## src/fpMulPkg.sv

```systemverilog
package fpMulPkg;

	// binary16 field layout
	localparam int ExpWidth  = 5;
	localparam int FracWidth = 10;
	localparam int ExpBias   = 15;
	localparam int ExpMax    = (1 << ExpWidth) - 2; // Largest finite biased exponent

	localparam logic [15:0] QuietNaN = 16'h7E00; // Canonical quiet NaN

	// Result buffer entries, also the upstream credits after reset
	localparam int ResultDepth = 8;
	localparam int PtrWidth    = $clog2(ResultDepth);

	typedef logic [ExpWidth+FracWidth:0]   HalfWord;   // Sign, exponent, fraction
	typedef logic [ExpWidth-1:0]           Expo;       // Biased exponent
	typedef logic [FracWidth-1:0]          Frac;       // Stored fraction
	typedef logic [FracWidth:0]            Signif;     // Fraction with hidden bit
	typedef logic [2*FracWidth+1:0]        SignifProd; // Full significand product
	typedef logic signed [ExpWidth+1:0]    WideExpo;   // Exponent sum, may leave 1..30
	typedef logic [PtrWidth:0]             CreditCount; // Counts up to ResultDepth

	typedef struct packed {
		logic invalid;
		logic overflow;
		logic underflow;
		logic inexact;
		logic inputSpecial; // NaN or infinity on an input
	} FpFlags;

	// Prep to execute
	typedef struct packed {
		logic      signA;
		logic      signB;
		Expo       expA;
		Expo       expB;
		SignifProd prod;
		logic      aNaN;
		logic      bNaN;
		logic      aInf;
		logic      bInf;
		logic      aZero; // Includes flushed subnormals
		logic      bZero;
	} PrepStage;

	// Execute to round
	typedef struct packed {
		logic    sign;
		WideExpo expo;   // Normalized, still unrounded
		Frac     frac;   // Kept fraction bits
		logic    guard;  // First dropped bit
		logic    sticky; // OR of everything below guard
		logic    aNaN;
		logic    bNaN;
		logic    aInf;
		logic    bInf;
		logic    aZero;
		logic    bZero;
	} ExecStage;

	typedef struct packed {
		HalfWord product;
		FpFlags  flags;
	} MulResult;

endpackage

```

## src/fpMulCore.sv

```systemverilog
module fpMulCore
	import fpMulPkg::*;
(
	input  logic     aclk,
	input  logic     rst,
	input  logic     inValid,
	input  HalfWord  inA,
	input  HalfWord  inB,
	output logic     coreValid,
	output MulResult coreResult
);

	// Stage 0 operands
	logic     opValid;
	HalfWord  opA;
	HalfWord  opB;
	// Stage 1 and 2 registers
	logic     prepValid;
	PrepStage prepReg;
	logic     execValid;
	ExecStage execReg;
	// Combinational stage outputs
	PrepStage prepNext;
	ExecStage execNext;

	fpMulPrep i_prep (
		.a    (opA),
		.b    (opB),
		.prep (prepNext)
	);

	fpMulExecute i_execute (
		.prep (prepReg),
		.exec (execNext)
	);

	fpMulRound i_round (
		.exec   (execReg),
		.result (coreResult) // Straight off the last register
	);

	// Valid bits walk down with the data, no stall
	always_ff @(posedge aclk) begin
		if (rst) begin
			opValid   <= 1'b0;
			prepValid <= 1'b0;
			execValid <= 1'b0;
		end else begin
			opValid   <= inValid;
			prepValid <= opValid;
			execValid <= prepValid;
		end
	end

	// Payload only loads behind a valid
	always_ff @(posedge aclk) begin
		if (inValid) begin
			opA <= inA;
			opB <= inB;
		end
		if (opValid)
			prepReg <= prepNext;
		if (prepValid)
			execReg <= execNext;
	end

	assign coreValid = execValid; // Written to buffer at edge N+3

endmodule

```

## src/fpMulExecute.sv

```systemverilog
module fpMulExecute
	import fpMulPkg::*;
(
	input  PrepStage prep,
	output ExecStage exec
);

	logic    topBit;   // Product is in [2,4)
	WideExpo expoSum;

	assign topBit = prep.prod[2*FracWidth+1];

	// Unsigned arithmetic at 7 bits wraps into the signed range
	assign expoSum = WideExpo'({2'b00, prep.expA}) + WideExpo'({2'b00, prep.expB})
		+ WideExpo'(topBit) - WideExpo'(ExpBias);

	always_comb begin
		exec.sign = prep.signA ^ prep.signB; // Equal signs give positive
		exec.expo = expoSum;

		if (topBit) begin // Shift right by one
			exec.frac   = prep.prod[2*FracWidth:FracWidth+1];
			exec.guard  = prep.prod[FracWidth];
			exec.sticky = |prep.prod[FracWidth-1:0];
		end else begin
			exec.frac   = prep.prod[2*FracWidth-1:FracWidth];
			exec.guard  = prep.prod[FracWidth-1];
			exec.sticky = |prep.prod[FracWidth-2:0];
		end

		// Classes pass straight through to round
		exec.aNaN  = prep.aNaN;
		exec.bNaN  = prep.bNaN;
		exec.aInf  = prep.aInf;
		exec.bInf  = prep.bInf;
		exec.aZero = prep.aZero;
		exec.bZero = prep.bZero;
	end

endmodule

```

## src/fpMulPrep.sv

```systemverilog
module fpMulPrep
	import fpMulPkg::*;
(
	input  HalfWord  a,
	input  HalfWord  b,
	output PrepStage prep
);

	Expo   expA;
	Expo   expB;
	Frac   fracA;
	Frac   fracB;
	Signif sigA;
	Signif sigB;

	// Field split
	assign expA  = a[ExpWidth+FracWidth-1:FracWidth];
	assign expB  = b[ExpWidth+FracWidth-1:FracWidth];
	assign fracA = a[FracWidth-1:0];
	assign fracB = b[FracWidth-1:0];

	// Hidden bit only for normal numbers
	assign sigA = {|expA, fracA};
	assign sigB = {|expB, fracB};

	always_comb begin
		prep.signA = a[ExpWidth+FracWidth];
		prep.signB = b[ExpWidth+FracWidth];
		prep.expA  = expA;
		prep.expB  = expB;
		prep.prod  = SignifProd'(sigA) * SignifProd'(sigB); // 11x11 unsigned

		// All-ones exponent is NaN or infinity depending on the fraction
		prep.aNaN  = (&expA) & (|fracA);
		prep.bNaN  = (&expB) & (|fracB);
		prep.aInf  = (&expA) & ~(|fracA);
		prep.bInf  = (&expB) & ~(|fracB);
		// Subnormals flushed, so fraction is ignored here
		prep.aZero = ~(|expA);
		prep.bZero = ~(|expB);
	end

endmodule

```

## src/fpMulResultBuffer.sv

```systemverilog
module fpMulResultBuffer
	import fpMulPkg::*;
(
	input  logic     aclk,
	input  logic     rst,
	input  logic     coreValid,
	input  MulResult coreResult,
	input  logic     creditIn,
	output logic     outValid,
	output MulResult outResult,
	output logic     creditOut
);

	MulResult              mem [ResultDepth];
	logic [PtrWidth-1:0]   wrPtr;
	logic [PtrWidth-1:0]   rdPtr;
	CreditCount            fillCount; // Entries held in the FIFO
	CreditCount            credits;   // Downstream credits
	logic                  creditOk;
	logic                  pop;

	// The item on the output this cycle still owns its credit
	assign creditOk = credits > CreditCount'(outValid);
	assign pop      = (fillCount != '0) && creditOk;

	// Upstream sizing keeps the FIFO from overflowing
	always_ff @(posedge aclk) begin
		if (coreValid)
			mem[wrPtr] <= coreResult;
		if (pop)
			outResult <= mem[rdPtr]; // Head item into the output slot
	end

	always_ff @(posedge aclk) begin
		if (rst) begin
			wrPtr     <= '0;
			rdPtr     <= '0;
			fillCount <= '0;
			outValid  <= 1'b0;
		end else begin
			if (coreValid)
				wrPtr <= wrPtr + 1'b1; // Wraps at depth 8
			if (pop)
				rdPtr <= rdPtr + 1'b1;
			case ({coreValid, pop})
				2'b10:   fillCount <= fillCount + 1'b1;
				2'b01:   fillCount <= fillCount - 1'b1;
				default: fillCount <= fillCount;
			endcase
			outValid <= pop; // One cycle per item sent
		end
	end

	// Spend on outValid, refill on creditIn
	always_ff @(posedge aclk) begin
		if (rst) begin
			credits <= CreditCount'(ResultDepth);
		end else begin
			case ({creditIn, outValid})
				2'b10:   credits <= credits + 1'b1;
				2'b01:   credits <= credits - 1'b1;
				default: credits <= credits;
			endcase
		end
	end

	// Slot freed upstream as the item leaves
	assign creditOut = outValid;

endmodule

```

## src/fpMulRound.sv

```systemverilog
module fpMulRound
	import fpMulPkg::*;
(
	input  ExecStage exec,
	output MulResult result
);

	logic                 roundUp;
	logic [FracWidth+1:0] roundedSig; // One extra bit for the carry
	logic                 carry;
	Frac                  finalFrac;
	WideExpo              finalExp;
	logic                 isNaN;
	logic                 isInf;
	logic                 isZero;
	logic                 inexact;

	// Nearest even: up past the tie, or on the tie when LSB is odd
	assign roundUp    = exec.guard & (exec.sticky | exec.frac[0]);
	assign roundedSig = {1'b0, 1'b1, exec.frac} + {{(FracWidth+1){1'b0}}, roundUp};
	assign carry      = roundedSig[FracWidth+1];

	// Post-rounding renormalization, 1.11..1 + ulp becomes 10.0
	assign finalFrac = carry ? roundedSig[FracWidth:1] : roundedSig[FracWidth-1:0];
	assign finalExp  = exec.expo + WideExpo'(carry);
	assign inexact   = exec.guard | exec.sticky;

	// Exception classes of the inputs
	assign isNaN  = exec.aNaN | exec.bNaN | (exec.aInf & exec.bZero) | (exec.bInf & exec.aZero);
	assign isInf  = exec.aInf | exec.bInf;
	assign isZero = exec.aZero | exec.bZero;

	always_comb begin
		result.flags   = '0;
		result.product = {exec.sign, finalExp[ExpWidth-1:0], finalFrac}; // Normal case

		if (isNaN) begin
			result.product            = QuietNaN;
			result.flags.invalid      = 1'b1;
			result.flags.inputSpecial = 1'b1;
		end else if (isInf) begin
			result.product            = {exec.sign, {ExpWidth{1'b1}}, {FracWidth{1'b0}}};
			result.flags.inputSpecial = 1'b1;
		end else if (isZero) begin
			// Exact zero, also for flushed subnormals
			result.product = {exec.sign, {(ExpWidth+FracWidth){1'b0}}};
		end else if (finalExp > WideExpo'(ExpMax)) begin
			result.product         = {exec.sign, {ExpWidth{1'b1}}, {FracWidth{1'b0}}};
			result.flags.overflow  = 1'b1;
			result.flags.inexact   = 1'b1;
		end else if (finalExp < WideExpo'(1)) begin
			// No gradual underflow, straight to zero
			result.product         = {exec.sign, {(ExpWidth+FracWidth){1'b0}}};
			result.flags.underflow = 1'b1;
			result.flags.inexact   = 1'b1;
		end else begin
			result.flags.inexact = inexact;
		end
	end

endmodule

```

## src/fpMulTop.sv

```systemverilog
module fpMulTop
	import fpMulPkg::*;
(
	input  logic     aclk,
	input  logic     rst,
	input  logic     inValid,
	input  HalfWord  inA,
	input  HalfWord  inB,
	input  logic     creditIn,
	output logic     outValid,
	output MulResult outResult,
	output logic     creditOut
);

	logic     coreValid;
	MulResult coreResult;

	// Fixed three-cycle datapath
	fpMulCore i_core (
		.aclk       (aclk),
		.rst        (rst),
		.inValid    (inValid),
		.inA        (inA),
		.inB        (inB),
		.coreValid  (coreValid),
		.coreResult (coreResult)
	);

	// Holds results until downstream has credit
	fpMulResultBuffer i_buffer (
		.aclk       (aclk),
		.rst        (rst),
		.coreValid  (coreValid),
		.coreResult (coreResult),
		.creditIn   (creditIn),
		.outValid   (outValid),
		.outResult  (outResult),
		.creditOut  (creditOut)
	);

endmodule

```

## config.mk

```make
export PLATFORM = sky130hd
export DESIGN_NAME = fpMulTop
export DESIGN_NICKNAME = d
export VERILOG_FILES = /design/src/fpMulPkg.sv /design/src/fpMulCore.sv /design/src/fpMulExecute.sv /design/src/fpMulPrep.sv /design/src/fpMulResultBuffer.sv /design/src/fpMulRound.sv /design/src/fpMulTop.sv
export SDC_FILE = /design/constraint.sdc
export NUM_CORES = 1
export LEC_CHECK = 0
export BUFFER_PORTS_ARGS = -buffer_cell sky130_fd_sc_hd__clkbuf_2
export CAP_MARGIN = 10
export CORE_MARGIN = 2
export CORE_UTILIZATION = 30
export DETAILED_ROUTE_END_ITERATION = 16
export PLACE_DENSITY = 0.54
export SLEW_MARGIN = 10
export SYNTH_ARGS = -nofsm -noshare
export SYNTH_HDL_FRONTEND = slang
export SYNTH_SLANG_ARGS = --single-unit
```

## constraint.sdc

```tcl
create_clock -name aclk -period 11 [get_ports aclk]
set_clock_uncertainty 0.05 [all_clocks]
set_input_delay 2.2 -clock aclk [delete_from_list [all_inputs] [get_ports aclk]]
set_output_delay 2.2 -clock aclk [all_outputs]
set_load 0.02 [all_outputs]
```

==> key figures <==
Power
  – LEAKAGE: 6.70 nW
  – Clock power frac: 23.1%
  – Pint: 0.00303 W
  – Flop pwr share: 33.2%
  – Pwr/cell area: 259 nW/um2
  – P_sw: 0.00169 W
  – Comb pwr share: 43.7%
  – Switching share of power: 35.9%
  – Max VDD drop: 0.000159 V

Clock network
  – CTS tree: built
  – Cts repair resizes: 0
  – Root buffer cell: clkbuf_16
  – Cts hold-fix bufs: 0
  – Htree depth: 2
  – Worst-Skew Late Latency: 530 ps
  – CTS buffer count: 35
  – Clk sinks: 305
  – Clock-pin slew on the worst setup and hold paths: 60 ps
  – Setup Buffers After CTS: 0
  – Clock Tree Buf Depth: 3

Logic synthesis
  – #FFs+latches synth: 305
  – Post-Syn Instances: 1135
  – Post-synth net total: 1334
  – Synth cell types: 59
  – EDFF count, synth: 287
  – Ys async rst share: 0%
  – Syn Area/Cell: 14.2 um2
  – Cell area after synthesis: 16100 um2
  – Synth warn: 0
  – Part of the Yosys area used for sequential elements: 55.7%
  – Main synth FF type: edfxtp_1

STA
  – PnR worst setup slack: 4510 ps
  – Final hold vios: 0
  – Final setup fails: 0
  – Worst slew margin: 14.8%
  – Crit path time final: 6490 ps
  – Max-slew violations: 0
  – Fmax: 154 MHz
  – Setup tns final: 0 ps
  – Tcrit/Tclk final: 59.0%
  – RSZ-0062 raised after global routing: no
  – Measured slew at the worst slew-check pin: 1270 ps

Worst setup path
  – Data required, critical path: 11210 ps
  – CP Class: register to register
  – R2R setup slack: 4510 ps
  – Worst R2R Start: i_core.opB[13]$_DFFE_PP_
  – Worst Setup SP: i_core.opB[13]$_DFFE_PP_
  – Reg2reg end: i_core.prepReg[24]$_DFFE_PP_
  – Critical path endpoint category: register
  – Capture point of the worst path: i_core.prepReg[24]$_DFFE_PP_
  – Worst setup SP type: register
  – Worst EP arrival: 6710 ps
  – R2R depth: 18
  – Maximum fanout along the worst path: 10

Min path
  – Min-Delay Path Class: register to register

Cells and area
  – Layout area overhead: 13.4%
  – Register area: 8980 um2
  – Commonest non-fill, non-tap cell in the layout: edfxtp_1
  – # nets final: 1391
  – ANT cells: 0
  – Most frequent cells in the layout: edfxtp_1, inv_1, fa_1
  – Fillers: 5097
  – Area of the multi-input gates: 6540 um2
  – Ratio of cells with drive above 1 in the final layout: 17.4%

Detailed routing
  – Via count: 8798
  – Router iterations before antenna repair: 5
  – Initial DRC count: 510
  – Routed len/inst: 16.6 um
  – Final ANT Viol Nets: 0
  – Via-to-Cell Ratio: 4.62
  – DRC Markers: 0
  – WL final: 31.6 mm

Die
  – Die height: 236 um
  – Total core area: 52900 um2
  – Initial Utilization: 30.5%
  – Core Rows: 84
  – Die area: 55600 um2
  – I/O pin cnt: 59
  – Width of the die: 236 um

Global routing
  – Vias in the first global route: 9151
  – Initial antenna violation count: 0
  – First-pass GRT wire length: 50.9 mm
  – Largest net degree at the start of global routing: 45
  – Total global routing overflow: 0
  – Tot GR Track Use: 11.7%

Run
  – Max Cap Viol: 0

Placed design
  – HPWL after detailed placement: 21.2 mm
  – Port Buf Inserts: 58
  – Final Wtd Congestion: 0.784
  – Post-place setup slack: 4450 ps

Outcome
  – Outcome: complete, no violations
-- logic make-up after synthesis --
family	share of synthesized area (%)
xor+xnor	2.50
buf+inv	4.15
compound gates	3.69
fa+ha+maj	16.5
mux	8.42
simple gates	8.97
flops	55.7
-- power groups by stage --
stage	Clock [W]	Combinational [W]	Sequential, W
2_1_floorplan	0	0.00162	0.00159
3_3_place_gp	0	0.00205	0.00159
3_5_place_dp	0	0.00207	0.00159
4_1_cts	0.00113	0.00209	0.00157
5_1_grt	0.00118	0.00235	0.00158
6_report	0.00109	0.00206	0.00157
-- worst min-delay path by stage --
stage / start / to / slack (ps) / cells past startpoint
finish: i_core.prepReg[4]$_DFFE_PP_ / i_core.execReg[4]$_DFFE_PP_ / 370 / 0
CTS: i_core.prepReg[5]$_DFFE_PP_ / i_core.execReg[5]$_DFFE_PP_ / 370 / 0
detailed placement: i_core.prepReg[5]$_DFFE_PP_ / i_core.execReg[5]$_DFFE_PP_ / 350 / 0
floorplan: i_core.prepReg[0]$_DFFE_PP_ / i_core.execReg[0]$_DFFE_PP_ / 350 / 0
global placement: i_core.prepReg[1]$_DFFE_PP_ / i_core.execReg[1]$_DFFE_PP_ / 360 / 0
global route: i_core.opB[15]$_DFFE_PP_ / i_core.prepReg[38]$_DFFE_PP_ / 380 / 0
-- cell type report --
cell class                      count  area share, %
Tap cell                          688           4.71
Clock inverter                     15          0.610
Timing Repair Buffer               63           1.79
Inverter                          132           2.71
Sequential cell                   305           49.2
Multi-Input combinational cell    655           35.8
Clock buffer                       48           5.23
-- through the flow --
step                std cells  hold slack, ps  utilization [%]  power, W  instance area (um2)
global placement         1843             355             32.5   0.00364                17200
finish                   1906             368             34.6   0.00472                18300
detailed placement       1843             355             32.5   0.00367                17200
floorplan                1135             350                -   0.00321                16100
CTS                      1906             369             34.5   0.00479                18300
global route             1906             380             34.6   0.00512                18300
-- state kept, by name (all words and copies together) (netlist names) --
name,count
i_core.opValid,1
i_buffer.rdPtr,3
i_buffer.wrPtr,3
i_buffer.creditOut,1
i_core.prepValid,1
i_buffer.mem,168
i_core.prepReg,40
i_core.opB,16
i_core.execReg,26
i_core.coreValid,1
i_buffer.outResult,21
i_buffer.credits,4
i_buffer.fillCount,4
i_core.opA,16
-- critical path, stage by stage, from the launching register on --
cell	delay, ps
edfxtp_1	400
or4_1	620
nor2_1	620
nor2b_1	160
fa_1	560
inv_1	50
fa_1	520
inv_1	50
fa_1	500
fa_1	540
inv_1	50
fa_1	530
inv_1	40
ha_1	350
and4_1	240
a21oi_1	180
o211ai_2	170
and4b_1	210
or3_1	370
-- cell usage after synthesis (2+ instances only) --
master,n,area [um2]
a211oi_1,6,45.0
or3_1,3,18.8
nor3_1,15,75.1
or2_2,4,25.0
buf_1,4,15.0
o211ai_1,5,37.5
o41ai_1,2,17.5
fa_1,83,1660
a211o_1,5,43.8
o21a_1,4,30.0
mux4_2,42,946
o21ai_1,2,10.0
nand2b_1,7,43.8
xnor2_1,27,236
and4_1,2,17.5
a31oi_1,4,25.0
nand2_1,65,244
inv_1,131,492
edfxtp_1,287,8620
nor3b_1,2,15.0
buf_2,6,30.0
a21o_1,10,75.1
nor2b_1,17,106
mux2i_1,5,50.1
and2_1,65,407
ha_1,80,1000
and3_1,6,37.5
nor2_1,53,199
nor4_1,8,50.1
or4_1,2,15.0
clkbuf_1,32,120
a21oi_1,29,145
dfxtp_1,18,360
mux2_2,32,360
xor2_1,19,166
nand3_1,15,75.1
nand4_1,3,18.8
o21ai_0,14,70.1
-- layer usage --
metal / routed length (um) / GRT usage (%) / up-vias / part of all wire, %
met4: 758 / 3.88 / 0 / 2.4
met2: 15300 / 19.9 / 175 / 48
met5: 0 / 0 / - / 0
met1: 14300 / 15.0 / 4430 / 45
li1: - / - / 4142 / -
met3: 1270 / 2.02 / 51 / 4.0
Note: power is estimated with default switching activity, not from simulation.
